File: config.mk
export PLATFORM = sky130hd
export DESIGN_NAME = w_stage_top
export DESIGN_NICKNAME = d
export VERILOG_FILES = /design/src/redmule_w_pkg.sv /design/src/tmr_voter.sv /design/src/w_buffer_cfg.sv /design/src/w_buffer.sv /design/src/w_parity_check.sv /design/src/w_stage_top.sv
export SDC_FILE = /design/constraint.sdc
export NUM_CORES = 1
export LEC_CHECK = 0
export ABC_AREA = 1
export BUFFER_PORTS_ARGS = -buffer_cell sky130_fd_sc_hd__buf_2
export CORE_ASPECT_RATIO = 1.4
export CORE_MARGIN = 3
export CORE_UTILIZATION = 45
export CTS_CLUSTER_SIZE = 14
export DETAILED_ROUTE_END_ITERATION = 8
export GPL_TIMING_DRIVEN = 0
export PLACE_DENSITY = 0.63
export SLEW_MARGIN = 20
export SYNTH_ARGS = -nofsm -noshare
export SYNTH_HDL_FRONTEND = slang
export SYNTH_HIERARCHICAL = 1
export SYNTH_SLANG_ARGS = --single-unit
export TNS_END_PERCENT = 1
File: constraint.sdc
create_clock -name clk_i -period 2.81 [get_ports clk_i]
set_clock_uncertainty 0.05 [all_clocks]
set_input_delay 0.562 -clock clk_i [delete_from_list [all_inputs] [get_ports clk_i]]
set_output_delay 0.562 -clock clk_i [all_outputs]
set_load 0.005 [all_outputs]
File: src/redmule_w_pkg.sv
// Weight staging definitions
package redmule_w_pkg;

  // FP16 element width
  localparam int unsigned BITW = 16;

  // Elements per beat, also the depth of the shift array
  localparam int unsigned D = 4;

  // Number of PE rows, also the height of the shift array
  localparam int unsigned H = 4;

  // Beat width
  localparam int unsigned DW = D * BITW;

  // One parity bit per byte of the beat
  localparam int unsigned PW = DW / 8;

  // Parity bits carried by each element
  localparam int unsigned PARW = PW / D;

  // Replicas of the control state
  localparam int unsigned REP = 3;

  // Pointer and leftover fields, wide enough to hold H or D
  localparam int unsigned ROWW = 3;
  localparam int unsigned COLW = 3;

  // One beat seen as FP16 elements for storage, or as bytes for parity
  typedef union packed {
    logic [D-1:0][BITW-1:0] elem;
    logic [PW-1:0][7:0]     byte_v;
  } w_beat_t;

endpackage

File: src/tmr_voter.sv
// Triple majority voter
`timescale 1ns/10ps

module tmr_voter (
  input  logic [redmule_w_pkg::ROWW-1:0] a_i,
  input  logic [redmule_w_pkg::ROWW-1:0] b_i,
  input  logic [redmule_w_pkg::ROWW-1:0] c_i,
  output logic [redmule_w_pkg::ROWW-1:0] y_o,
  output logic                           mismatch_o
);

  // Per bit disagreement of each replica with the vote
  logic [redmule_w_pkg::ROWW-1:0] diff_a;
  logic [redmule_w_pkg::ROWW-1:0] diff_b;
  logic [redmule_w_pkg::ROWW-1:0] diff_c;

  // Bitwise two of three
  assign y_o = (a_i & b_i) | (a_i & c_i) | (b_i & c_i);

  // A single flipped replica still leaves the vote right
  assign diff_a = a_i ^ y_o;
  assign diff_b = b_i ^ y_o;
  assign diff_c = c_i ^ y_o;

  // Any replica off the vote is a fault
  assign mismatch_o = |(diff_a | diff_b | diff_c);

endmodule

File: src/w_buffer_cfg.sv
// Triplicated leftover configuration
`timescale 1ns/10ps

module w_buffer_cfg (
  input  logic                           clk_i,
  input  logic                           rst_n_i,
  input  logic                           cfg_we_i,
  input  logic [redmule_w_pkg::ROWW-1:0] rows_lftovr_i,
  input  logic [redmule_w_pkg::COLW-1:0] cols_lftovr_i,
  output logic [redmule_w_pkg::ROWW-1:0] rows_lim_o,
  output logic [redmule_w_pkg::COLW-1:0] cols_lim_o,
  output logic                           fault_o
);

  import redmule_w_pkg::*;

  // Replicated leftover registers
  logic [REP-1:0][ROWW-1:0] rows_q;
  logic [REP-1:0][COLW-1:0] cols_q;

  // Voted leftovers and their disagreement flags
  logic [ROWW-1:0] rows_vot;
  logic [COLW-1:0] cols_vot;
  logic            rows_mis;
  logic            cols_mis;

  tmr_voter rows_voter_i (
    .a_i        (rows_q[0]),
    .b_i        (rows_q[1]),
    .c_i        (rows_q[2]),
    .y_o        (rows_vot),
    .mismatch_o (rows_mis)
  );

  tmr_voter cols_voter_i (
    .a_i        (cols_q[0]),
    .b_i        (cols_q[1]),
    .c_i        (cols_q[2]),
    .y_o        (cols_vot),
    .mismatch_o (cols_mis)
  );

  // Write all replicas together, otherwise scrub with the vote
  always_ff @(posedge clk_i or negedge rst_n_i) begin
    if (!rst_n_i) begin
      rows_q <= '0;
      cols_q <= '0;
    end else begin
      for (int r = 0; r < REP; r++) begin
        rows_q[r] <= cfg_we_i ? rows_lftovr_i : rows_vot;
        cols_q[r] <= cfg_we_i ? cols_lftovr_i : cols_vot;
      end
    end
  end

  // Zero leftover selects the full array
  assign rows_lim_o = (rows_vot == '0) ? ROWW'(H) : rows_vot;
  assign cols_lim_o = (cols_vot == '0) ? COLW'(D) : cols_vot;

  assign fault_o = rows_mis | cols_mis;

endmodule

File: src/w_buffer.sv
// Weight shift array with parity
`timescale 1ns/10ps

module w_buffer (
  input  logic                                                     clk_i,
  input  logic                                                     rst_n_i,
  input  logic                                                     w_load_i,
  input  logic                                                     w_shift_i,
  input  logic                                                     w_clear_i,
  input  logic [redmule_w_pkg::ROWW-1:0]                           rows_lim_i,
  input  logic [redmule_w_pkg::COLW-1:0]                           cols_lim_i,
  input  redmule_w_pkg::w_beat_t                                   w_beat_i,
  input  logic [redmule_w_pkg::PW-1:0]                             w_parity_i,
  output logic [redmule_w_pkg::H-1:0][redmule_w_pkg::BITW-1:0]     w_col_o,
  output logic [redmule_w_pkg::H-1:0][redmule_w_pkg::PARW-1:0]     w_col_par_o,
  output logic                                                     fault_o
);

  import redmule_w_pkg::*;

  // Row pointer replicas and their next values
  logic [REP-1:0][ROWW-1:0] ptr_q;
  logic [REP-1:0][ROWW-1:0] ptr_nxt;
  logic [ROWW-1:0]          ptr_vot;
  logic [ROWW-1:0]          ptr_cur;
  logic                     row_ok;

  // Element and parity storage, depth slot 0 is the front column
  logic [D-1:0][H-1:0][BITW-1:0] w_q;
  logic [D-1:0][H-1:0][BITW-1:0] w_d;
  logic [D-1:0][H-1:0][PARW-1:0] p_q;
  logic [D-1:0][H-1:0][PARW-1:0] p_d;

  // Each replica steps on its own copy
  for (genvar r = 0; r < REP; r++) begin : gen_ptr_next
    always_comb begin
      if (w_clear_i) begin
        ptr_nxt[r] = '0;
      end else if (w_load_i) begin
        // Wrap after the last PE row
        ptr_nxt[r] = (ptr_q[r] == ROWW'(H - 1)) ? '0 : ptr_q[r] + ROWW'(1);
      end else begin
        ptr_nxt[r] = ptr_q[r];
      end
    end
  end

  // Vote before the register so every replica reloads the majority
  tmr_voter ptr_voter_i (
    .a_i        (ptr_nxt[0]),
    .b_i        (ptr_nxt[1]),
    .c_i        (ptr_nxt[2]),
    .y_o        (ptr_vot),
    .mismatch_o (fault_o)
  );

  always_ff @(posedge clk_i or negedge rst_n_i) begin
    if (!rst_n_i) begin
      ptr_q <= '0;
    end else begin
      for (int r = 0; r < REP; r++) begin
        ptr_q[r] <= ptr_vot;
      end
    end
  end

  // Replicas agree after the vote, first one steers the datapath
  assign ptr_cur = ptr_q[0];
  assign row_ok  = ptr_cur < rows_lim_i;

  always_comb begin
    w_d = w_q;
    p_d = p_q;
    if (w_clear_i) begin
      w_d = '0;
      p_d = '0;
    end else if (w_load_i | w_shift_i) begin
      // Step along the depth, zeros enter at the back
      for (int d = 0; d < D - 1; d++) begin
        w_d[d] = w_q[d+1];
        p_d[d] = p_q[d+1];
      end
      w_d[D-1] = '0;
      p_d[D-1] = '0;
      // Load overwrites the pointed row in every slot
      if (w_load_i) begin
        for (int d = 0; d < D; d++) begin
          for (int h = 0; h < H; h++) begin
            if (ROWW'(h) == ptr_cur) begin
              if (row_ok && (COLW'(d) < cols_lim_i)) begin
                w_d[d][h] = w_beat_i.elem[d];
                p_d[d][h] = w_parity_i[d*PARW +: PARW];
              end else begin
                // Outside the leftover bounds
                w_d[d][h] = '0;
                p_d[d][h] = '0;
              end
            end
          end
        end
      end
    end
  end

  always_ff @(posedge clk_i or negedge rst_n_i) begin
    if (!rst_n_i) begin
      w_q <= '0;
      p_q <= '0;
    end else begin
      w_q <= w_d;
      p_q <= p_d;
    end
  end

  assign w_col_o     = w_q[0];
  assign w_col_par_o = p_q[0];

endmodule

File: src/w_parity_check.sv
// Front column parity checker
`timescale 1ns/10ps

module w_parity_check (
  input  logic [redmule_w_pkg::H-1:0][redmule_w_pkg::BITW-1:0] w_col_i,
  input  logic [redmule_w_pkg::H-1:0][redmule_w_pkg::PARW-1:0] w_col_par_i,
  output logic                                                 parity_err_o
);

  import redmule_w_pkg::*;

  // Column seen as a beat, H equals D here
  w_beat_t col_v;

  // Recomputed parity, bit 0 for the low byte and bit 1 for the high byte
  logic [H-1:0][PARW-1:0] par_exp;

  assign col_v = w_beat_t'(w_col_i);

  always_comb begin
    for (int h = 0; h < H; h++) begin
      par_exp[h][0] = ^col_v.byte_v[2*h];
      par_exp[h][1] = ^col_v.byte_v[2*h+1];
    end
  end

  // Any differing bit flags the column
  assign parity_err_o = |(par_exp ^ w_col_par_i);

endmodule

File: src/w_stage_top.sv
// Weight staging top level
`timescale 1ns/10ps

module w_stage_top (
  input  logic                                                 clk_i,
  input  logic                                                 rst_n_i,
  input  logic                                                 cfg_we_i,
  input  logic [redmule_w_pkg::ROWW-1:0]                       rows_lftovr_i,
  input  logic [redmule_w_pkg::COLW-1:0]                       cols_lftovr_i,
  input  logic                                                 w_load_i,
  input  logic                                                 w_shift_i,
  input  logic                                                 w_clear_i,
  input  logic [redmule_w_pkg::DW-1:0]                         w_beat_i,
  input  logic [redmule_w_pkg::PW-1:0]                         w_parity_i,
  output logic [redmule_w_pkg::H-1:0][redmule_w_pkg::BITW-1:0] w_col_o,
  output logic [redmule_w_pkg::H-1:0][redmule_w_pkg::PARW-1:0] w_col_par_o,
  output logic                                                 parity_err_o,
  output logic                                                 fault_o
);

  import redmule_w_pkg::*;

  // Voted bounds from the configuration
  logic [ROWW-1:0] rows_lim;
  logic [COLW-1:0] cols_lim;

  // Fault sources and the internal column
  logic                   cfg_fault;
  logic                   ptr_fault;
  logic [H-1:0][BITW-1:0] w_col;
  logic [H-1:0][PARW-1:0] w_col_par;

  w_buffer_cfg w_buffer_cfg_i (
    .clk_i         (clk_i),
    .rst_n_i       (rst_n_i),
    .cfg_we_i      (cfg_we_i),
    .rows_lftovr_i (rows_lftovr_i),
    .cols_lftovr_i (cols_lftovr_i),
    .rows_lim_o    (rows_lim),
    .cols_lim_o    (cols_lim),
    .fault_o       (cfg_fault)
  );

  w_buffer w_buffer_i (
    .clk_i       (clk_i),
    .rst_n_i     (rst_n_i),
    .w_load_i    (w_load_i),
    .w_shift_i   (w_shift_i),
    .w_clear_i   (w_clear_i),
    .rows_lim_i  (rows_lim),
    .cols_lim_i  (cols_lim),
    .w_beat_i    (w_beat_t'(w_beat_i)),
    .w_parity_i  (w_parity_i),
    .w_col_o     (w_col),
    .w_col_par_o (w_col_par),
    .fault_o     (ptr_fault)
  );

  // Checks the registered front column
  w_parity_check w_parity_check_i (
    .w_col_i      (w_col),
    .w_col_par_i  (w_col_par),
    .parity_err_o (parity_err_o)
  );

  assign w_col_o     = w_col;
  assign w_col_par_o = w_col_par;

  // Either voter disagreeing is a fault
  assign fault_o = cfg_fault | ptr_fault;

endmodule

==> run_results.csv, run 1 <==
group,metric,value,unit
route,drt_pre_antenna_iters,5,
layout,stdcell_count,2882,
layout,fillers,3473,
synth,syn_inst,2194,
min_path,min_to,"w_buffer_cfg_i/cols_q[3]",
global_route,grt_max_degree,102,
sta,final_max_slew_viol_count,0,
route,met2_length,24200,um
layout,seq_area,0.00743,mm^2
clocking,cts_tree,"yes",
sta,tightest_slew,870,ps
floorplanning,die_height,231,um
run_status,status,"complete, but fails checks",
floorplanning,initial_core_util,46.1,%
synth,syn-num-nets,2287,
place,dp_hpwl,39600,um
sta,tns,-1210,ps
setup_path,worst-setup-path-type,"reg -> reg",
layout,final_cell_mix,"1,088 x nand2_1, 296 x dfrtp_1, 212 x buf_2, 162 x o21a_1, 125 x nor2_1",
power,powerDensity,561,mW/mm^2
power,leakagePower,0.0101,uW
place,gp_congestion,0.936,
synth,syn_area,0.0162,mm^2
synth,synth_edf_count,0,
global_route,grt_pass1_vias,14068,
route,wl,52000,um
layout,layout-drive-gt1-share,17.6,%
layout,nNetsFinal,2498,
clocking,htree_num_levels,1,
job,maxCapViolCount,0,
setup_path,rrSetupSlack,-110,ps
layout,area.growth.synth_to_final,16.8,%
layout,antenna_cells,0,
synth,syn_area_per_cell,7.40,um^2
setup_path,worst-endpoint-required,3270,ps
route,routedLengthMet1,22000,um
route,routed_via_density,5.07,
place,dp.cells,2809,
min_path,holdPathStages,3,
sta,max-slew-margin-rel,42.0,%
sta,hold_violations,0,
layout,multi_input_area,0.00743,mm^2
synth,ys_ff_latch,297,
setup_path,startpoint_type,"register",
global_route,antenna_found_initial,0,
layout,utilization,53.8,%
global_route,grt_pass1_wl,79500,um
sta,rsz0062_at_grt,"yes",
clocking,clock_path_buffers,3,
setup_path,r2r_end,"w_buffer_i/w_col_o[1]",
floorplanning,core,0.0353,mm^2
layout,final_common_cell,"nand2_1",
clocking,cts.reportedPaths.clkPinSlew,60,ps
route,drc_errors,0,
route,top_layer_used,"met4",
setup_path,crit_arrival,3370,ps
route,dr.first_iter.drc_count,1178,
clocking,cts.sinks,297,
min_path,hold_start,"cols_lftovr_i[0]",
global_route,grt_usage,26.5,%
setup_path,r2r_cells,15,
clocking,clockRootBuffer,"clkbuf_16",
setup_path,critPathMaxFanout,10,
place,io_buffers,156,
synth,synth_ff_type,"dfrtp_1",
clocking,numCtsBuffers,30,
setup_path,endpoint_kind,"register",
floorplanning,die_x,167,um
synth,ys_seq_area_share,45.7,%
synth,synthArstFlopShare,100,%
sta,fmax,0.343,GHz
sta,min_period_over_period,104,%
sta,finalSetupViolations,38,
floorplanning,dieArea,0.0384,mm^2
floorplanning,num_rows,81,
setup_path,timing.rr.start,"w_buffer_cfg_i/rows_q[8]",
floorplanning,io_pins,158,
sta,fin_ws,-109,ps
route,ant_nets,0,
route,vias,14624,
synth,yosysWarnings,6,
route,wire_per_inst,18.1,um
synth,synth.distinct_cells,27,
clocking,clk-insertion-delay-late,570,ps
route,met3WireLength,2850,um
run_status,violations,"setup timing",
global_route,gr-total-overflow,0,
sta,finalCriticalPeriod,2920,ps
power,vdd_drop_max,0.373,mV
min_path,hp-class,"in -> reg",
==> metal layers <==
layer  GRT usage, %  vias to the layer above
met3           2.31                      136
met4           14.5                        0
li1               -                     7227
met2           43.8                      506
met1           34.5                     6755
met5              0                        -
==> synthesized netlist by cell type (4+ instances only) <==
cell	number	area [um^2]
a21oi_1	6	30.0
buf_2	66	330
buf_4	76	571
buf_6	10	113
clkbuf_1	38	143
dfrtp_1	297	7430
ha_1	9	113
inv_1	66	248
inv_2	9	33.8
nand2_1	1097	4120
nand2_2	15	93.8
nand3_1	27	135
nand4_1	56	350
nor2_1	127	477
nor2_4	4	45.0
o21a_1	162	1220
o21ai_0	39	195
o21ai_1	40	200
or2_1	4	25.0
xnor2_1	19	166
xor2_1	14	123
==> final cells by class <==
cell class,instances,share of cell area (%)
Clock buffer,44,4.56
Clock inverter,9,0.798
Multi-Input combinational cell,1628,39.2
Inverter,76,1.51
Timing Repair Buffer,179,5.47
Tap cell,456,3.01
Sequential cell,297,39.2
Buffer,193,6.33
==> per-stage QoR <==
step | power [uW] | cell area (um^2) | setup WS (ps) | hold slack (ps)
3_3_place_gp | 6360 | 17600 | -4430 | 412
5_1_grt | 11000 | 19000 | -197 | 151
6_report | 10600 | 19000 | -109 | 141
3_5_place_dp | 6410 | 17700 | -337 | 416
4_1_cts | 10700 | 18800 | -208 | 115
2_1_floorplan | 5600 | 16200 | 291 | 216
==> sequential cells by signal, summed over array words and instances (netlist names) <==
register / flops
w_buffer_i/w_q: 192
w_buffer_cfg_i/cols_q: 3
w_buffer_cfg_i/rows_q: 3
w_buffer_i/p_q: 24
w_buffer_i/w_col_o: 64
w_buffer_i/w_col_par_o: 8
w_buffer_i/ptr_q: 3
==> worst max-delay path, stage by stage, from the launching register on <==
cell     delay [ps]
dfrtp_2         440
ha_1            210
or2_1           240
and2_1          170
inv_1            50
o21ai_0          60
inv_1            70
ha_1            270
nand2_1          90
inv_1            70
nand2_4         190
buf_4           210
nand4_1         370
nand2_1         180
nand2_1         110
nand2_1          70
==> power breakdown <==
group	leakage, uW	internal (uW)	switching [uW]	total, uW
Combinational	0.00553	609	1330	1940
Sequential	0.00409	4410	95.7	4500
Clock	0.000500	2490	1710	4200
Total	0.0101	7500	3140	10600
==> how the worst max path moves through the flow <==
stage | from | endpoint | slack (ps) | cells after the start
finish | w_buffer_cfg_i/rows_q[8] | w_buffer_i/w_col_o[1] | -110 | 15
global route | w_buffer_i/ptr_q[6] | fault_o | -200 | 12
CTS | w_buffer_i/ptr_q[6] | fault_o | -210 | 11
detailed placement | w_buffer_cfg_i/rows_q[8] | w_buffer_i/w_col_o[21] | -340 | 13
global placement | rst_n_i | w_buffer_i/w_col_o[25] | -4430 | 1
floorplan | w_load_i | fault_o | 290 | 10
==> logic make-up after synthesis <==
group / synth area share [%]
and+or+nand+nor: 32.6
DFF: 45.7
buffers and inverters: 8.96
AOI/OAI and AO/OA: 10.2
xor gates and xnor gates: 1.78
adders and majority gates: 0.693
==> timing repair <==
action	in CTS	in global routing
pin swaps	11	22
cloned	0	0
resized for setup	12	38
setup endpoints to repair	266	248
hold buffers	1	0
endpoints found under the hold margin	66	0
setup buffers	9	10
No activity file was read; power rests on OpenSTA's default activity.
==> inputs of run 2 (changes only) <==
--- a/config.mk
+++ b/config.mk
@@ -6,14 +6,14 @@
 export NUM_CORES = 1
 export LEC_CHECK = 0
 export ABC_AREA = 1
-export BUFFER_PORTS_ARGS = -buffer_cell sky130_fd_sc_hd__buf_2
+export BUFFER_PORTS_ARGS = -buffer_cell sky130_fd_sc_hd__clkbuf_2
 export CORE_ASPECT_RATIO = 1.4
 export CORE_MARGIN = 3
 export CORE_UTILIZATION = 45
 export CTS_CLUSTER_SIZE = 14
 export DETAILED_ROUTE_END_ITERATION = 8
 export GPL_TIMING_DRIVEN = 0
-export PLACE_DENSITY = 0.63
+export PLACE_DENSITY = 0.74
 export SLEW_MARGIN = 20
 export SYNTH_ARGS = -nofsm -noshare
 export SYNTH_HDL_FRONTEND = slang
==> run_results.csv, run 2 (synthesized netlist as in run 1, its figures left out) <==
group,metric,value,unit
power,clkPwrFrac,36.4,%
sta,final_max_slew_viol_count,0,
layout,finalInstanceArea,0.0191,mm^2
setup_path,r2r_end,"w_buffer_i/w_col_o[25]",
setup_path,timing.rr.start,"w_buffer_cfg_i/rows_q[8]",
clocking,cts.sinks,297,
clocking,clk-insertion-delay-late,560,ps
route,wire_per_inst,17.6,um
run_status,status,"complete, but fails checks",
sta,min_period_over_period,101,%
setup_path,endpoint_kind,"register",
layout,antenna_cells,0,
setup_path,crit_arrival,3280,ps
global_route,gr-total-overflow,0,
sta,tightest_slew,730,ps
power,p_sw,3060,uW
clocking,htree_num_levels,1,
power,leakagePower,0.0101,uW
clocking,clock_path_buffers,3,
layout,layout-drive-gt1-share,18.3,%
clocking,clockRootBuffer,"clkbuf_16",
sta,fin_ws,-19.9,ps
min_path,holdPathStages,3,
sta,rsz0062_at_grt,"yes",
setup_path,path_buf_inv,4,
floorplanning,core,0.0353,mm^2
global_route,antenna_found_initial,0,
job,maxCapViolCount,0,
sta,tns,-27.2,ps
layout,largest_register_ffs,192,
sta,hold_violations,0,
setup_path,cp_slowest_cell,"dfrtp_1",
global_route,grt_usage,25.7,%
setup_path,r2r_cells,15,
clocking,cts_tree,"yes",
run_status,violations,"setup timing",
layout,nNetsFinal,2515,
route,wl,51100,um
power,swShare,29.7,%
clocking,cts.reportedPaths.clkPinSlew,60,ps
global_route,grt_pass1_vias,14379,
sta,finalCriticalPeriod,2830,ps
setup_path,slowest_delay,420,ps
setup_path,cp.depth,15,
global_route,grt_pass1_wl,77800,um
floorplanning,initial_core_util,46.1,%
place,place_area,0.0177,mm^2
layout,final_common_cell,"nand2_1",
layout,fillers,3313,
place,gp_congestion,0.955,
floorplanning,die_height,231,um
layout,final_cell_mix,"1,090 x nand2_1, 297 x dfrtp_1, 162 x o21a_1, 159 x clkbuf_2, 124 x nor2_1",
power,powerDensity,542,mW/mm^2
setup_path,worst-endpoint-required,3260,ps
min_path,hp-class,"in -> reg",
setup_path,startpoint_type,"register",
floorplanning,num_rows,81,
power,power_frac_comb,20.0,%
power,pwr-share-seq,43.6,%
setup_path,rrSetupSlack,-20,ps
power,p_int,7260,uW
route,drt_pre_antenna_iters,7,
setup_path,critPathMaxFanout,10,
route,routed_via_density,5.15,
floorplanning,dieArea,0.0384,mm^2
setup_path,worstPathCellList,"ha_1 -> or2_1 -> and2_1 -> inv_1 -> o21ai_0 -> inv_1 -> ha_1 -> nand2_1 -> inv_1 -> nand2_4 -> buf_2 -> nand4_1 -> nand2_1 -> nand2_1 -> nand2_1",
setup_path,cpLargestDelayFamily,"simple AND/OR/NAND/NOR gates",
clocking,numCtsBuffers,28,
place,dp_hpwl,39000,um
route,drc_errors,0,
place,io_buffers,156,
sta,finalSetupViolations,2,
setup_path,cp_common_cell,"nand2_1",
power,vdd_drop_max,0.421,mV
global_route,grt_max_degree,93,
min_path,min_to,"w_buffer_cfg_i/cols_q[4]",
min_path,hold_start,"cols_lftovr_i[1]",
sta,fmax,0.353,GHz
place,dp.cells,2809,
floorplanning,io_pins,158,
route,ant_nets,0,
layout,seq_area,0.00743,mm^2
floorplanning,die_x,167,um
setup_path,worst-setup-path-type,"reg -> reg",
layout,stdcell_count,2897,
layout,top_register,"w_buffer_i/w_q",
route,dr.first_iter.drc_count,1358,
layout,area.growth.synth_to_final,17.3,%
sta,max-slew-margin-rel,51.4,%
layout,multi_input_area,0.00743,mm^2
route,vias,14914,
## run 2: power groups by stage
stage,clock [uW],combinational [uW],sequential (uW)
6_report,3760,2060,4500
5_1_grt,4000,2210,4510
4_1_cts,3830,1900,4500
3_5_place_dp,0,1800,4570
3_3_place_gp,0,1750,4570
2_1_floorplan,0,1060,4550
## run 2: area by class of cell
cell class	count	share of cell area [%]
tap	456	2.99
clock inverter	10	0.427
inverter	76	1.52
buffer	193	6.30
timing repair buffer	198	6.39
sequential	297	39.0
multi-input combinational	1628	39.0
clock buffer	39	4.37
## run 2: tightest hold or removal path, stage by stage
cell      delay [ps]
clkbuf_2          80
nand2_1           40
nand2_1           50
## run 2: metrics by stage
stage	hold slack [ps]	total power, uW	util (%)	setup WS [ps]
final	146	10300	54.0	-19.9
after global routing	157	10700	54.0	-143
after CTS	127	10200	53.3	-47.3
after detailed placement	416	6380	50.2	-284
after global placement	413	6330	49.9	-4940
after floorplan	216	5600	-	291
## run 2: worst max path at each step
stage	from	end	slack (ps)
global placement	rst_n_i	w_buffer_i/ptr_q[8]	-4940
CTS	w_buffer_cfg_i/rows_q[8]	w_buffer_i/w_q[204]	-50
detailed placement	w_buffer_cfg_i/rows_q[8]	w_buffer_i/w_col_o[20]	-280
finish	w_buffer_cfg_i/rows_q[8]	w_buffer_i/w_col_o[25]	-20
global route	w_buffer_i/ptr_q[7]	fault_o	-140
floorplan	w_load_i	fault_o	290
## run 2: timing repair
item	4_1_cts	5_1_grt
buffers inserted	22	15
hold endpoints to repair	21	0
gates cloned	0	1
hold buffers	1	0
gates resized for setup	8	54
pin swaps	16	27
endpoints found under the setup margin	257	262
## run 2: layer usage
layer / share of wire [%] / routed length [um] / up-vias / track usage (%)
met3: 6.1 / 3100 / 187 / 2.79
met1: 39 / 19800 / 6849 / 31.0
met2: 47 / 24300 / 625 / 43.3
met5: 0 / 0 / - / 0
li1: - / - / 7253 / -
met4: 7.7 / 3910 / 0 / 17.6
==> inputs of run 3 (changes only) <==
--- a/config.mk
+++ b/config.mk
@@ -10,6 +10,7 @@
 export CORE_ASPECT_RATIO = 1.4
 export CORE_MARGIN = 3
 export CORE_UTILIZATION = 45
+export CTS_BUF_LIST = sky130_fd_sc_hd__clkbuf_8
 export CTS_CLUSTER_SIZE = 14
 export DETAILED_ROUTE_END_ITERATION = 8
 export GPL_TIMING_DRIVEN = 0
==> run_results.csv, run 3 (synthesized netlist as in run 1, its figures left out) <==
group,metric,value,unit
clocking,clockRootBuffer,"clkbuf_8",
sta,rsz0062_at_grt,"yes",
clocking,cts.reportedPaths.clkPinSlew,70,ps
global_route,antenna_found_initial,1,
run_status,status,"complete, but fails checks",
clocking,cts.sinks,297,
sta,finalCriticalPeriod,2960,ps
route,dr.first_iter.drc_count,1498,
setup_path,crit_arrival,3420,ps
min_path,min_to,"w_buffer_cfg_i/cols_q[4]",
global_route,grt_pass1_vias,14391,
sta,max-slew-margin-rel,52.0,%
setup_path,timing.rr.start,"w_buffer_cfg_i/rows_q[8]",
place,place_area,0.0177,mm^2
layout,fillers,3380,
setup_path,critPathMaxFanout,10,
sta,final_max_slew_viol_count,0,
layout,final_common_cell,"nand2_1",
global_route,grt_pass1_wl,77900,um
layout,stdcell_count,2909,
clocking,htree_num_levels,2,
route,vias,14962,
setup_path,worst-setup-path-type,"reg -> reg",
global_route,gr-total-overflow,0,
route,wire_per_inst,17.6,um
sta,fin_ws,-151,ps
setup_path,cp_slowest_cell,"dfrtp_1",
sta,hold_violations,0,
sta,hold_ws,134,ps
power,powerDensity,523,mW/mm^2
place,io_buffers,156,
power,vdd_drop_max,0.283,mV
clocking,clock_path_buffers,3,
route,routed_via_density,5.14,
layout,layout-drive-gt1-share,18.3,%
layout,top_register,"w_buffer_i/w_q",
sta,fmax,0.338,GHz
place,gp_congestion,0.955,
layout,finalInstanceArea,0.0189,mm^2
min_path,hp-class,"in -> reg",
setup_path,startpoint_type,"register",
layout,area.growth.synth_to_final,16.1,%
route,drt_pre_antenna_iters,6,
floorplanning,initial_core_util,46.1,%
setup_path,worst-endpoint-required,3270,ps
setup_path,r2r_end,"w_buffer_i/w_col_o[17]",
route,ant_nets,0,
place,dp_hpwl,39000,um
route,wl,51200,um
floorplanning,dieArea,0.0384,mm^2
min_path,holdPathStages,3,
min_path,hold_start,"cols_lftovr_i[1]",
sta,tns,-1690,ps
sta,min_period_over_period,105,%
run_status,violations,"setup timing",
job,maxCapViolCount,0,
setup_path,rrSetupSlack,-150,ps
setup_path,cp_common_cell,"nand2_1",
setup_path,worstPathCellList,"ha_2 -> or2_1 -> and2_1 -> inv_1 -> o21ai_0 -> inv_1 -> ha_4 -> nand2_1 -> inv_1 -> nand2_4 -> buf_4 -> nand4_1 -> nand2_1 -> nand2_1 -> nand2_1",
power,leakagePower,0.0101,uW
clocking,cts_tree,"yes",
sta,tightest_slew,720,ps
floorplanning,num_rows,81,
floorplanning,die_x,167,um
sta,finalSetupViolations,65,
layout,final_cell_mix,"1,087 x nand2_1, 297 x dfrtp_1, 162 x o21a_1, 158 x clkbuf_2, 125 x nor2_1",
clocking,numCtsBuffers,44,
setup_path,slowest_delay,440,ps
place,dp.cells,2809,
setup_path,endpoint_kind,"register",
setup_path,r2r_cells,15,
route,drc_errors,0,
floorplanning,die_height,231,um
global_route,grt_max_degree,93,
global_route,grt_usage,25.8,%
layout,largest_register_ffs,192,
clocking,clk-insertion-delay-late,590,ps
layout,nNetsFinal,2518,
floorplanning,core,0.0353,mm^2
floorplanning,io_pins,158,
-- run 3: cell types whose count changed in the layout (fill, tap and decap cells not counted), sizes merged --
cell,delta
inv,+14
buf,-11
clkbuf,+11
clkinv,-4
clkinvlp,+1
diode,+1
-- run 3: stage by stage --
stage	power, uW	util [%]	worst slack (ps)
2_1_floorplan	5600	-	291
3_3_place_gp	6330	49.9	-4940
3_5_place_dp	6380	50.2	-284
4_1_cts	9820	52.9	-164
5_1_grt	10300	53.5	-262
6_report	9870	53.5	-151
-- run 3: where the power goes --
part	leakage (uW)	internal [uW]	switching [uW]
clock network	0.000479	1760	1630
logic	0.00551	641	1340
registers	0.00410	4410	91.5
-- run 3: critical path, delay by kind of cell (launching register included) --
family | cells | cell delay (ps)
AOI/OAI and AO/OA | 1 | 70
adders and majority gates | 2 | 450
buffers and inverters | 4 | 450
DFF | 1 | 440
and+or+nand+nor | 8 | 1430
-- run 3: routing by layer --
layer / share of wire (%) / up-vias / wire length (um) / track usage [%]
met3: 6.1 / 166 / 3110 / 3.34
met5: 0 / - / 0 / 0
li1: - / 7261 / - / -
met1: 39 / 6887 / 20000 / 30.9
met4: 7.3 / 0 / 3740 / 16.9
met2: 48 / 648 / 24400 / 43.7
-- run 3: layout make-up --
class,count,area [um^2],area share (%)
Antenna cell,1,2.50,0.0133
Buffer,193,1210,6.40
Clock buffer,52,716,3.80
Clock inverter,21,118,0.624
Inverter,76,289,1.53
Multi-Input combinational cell,1628,7440,39.5
Sequential cell,297,7430,39.4
Tap cell,456,571,3.03
Timing Repair Buffer,185,1080,5.74
-- run 3: worst max path at each step --
stage          slack [ps]                     end                      from
5_1_grt              -260                 fault_o       w_buffer_i/ptr_q[7]
3_3_place_gp        -4940     w_buffer_i/ptr_q[8]                   rst_n_i
2_1_floorplan         290                 fault_o                  w_load_i
6_report             -150  w_buffer_i/w_col_o[17]  w_buffer_cfg_i/rows_q[8]
4_1_cts              -160                 fault_o       w_buffer_i/ptr_q[6]
3_5_place_dp         -280  w_buffer_i/w_col_o[20]  w_buffer_cfg_i/rows_q[8]
-- run 3: what timing repair did --
item,in CTS,in global routing
hold endpoints to repair,21,0
setup endpoints to repair,255,234
setup buffers,14,11
hold buffers,1,0
pin swaps,9,13
gates resized for setup,7,46
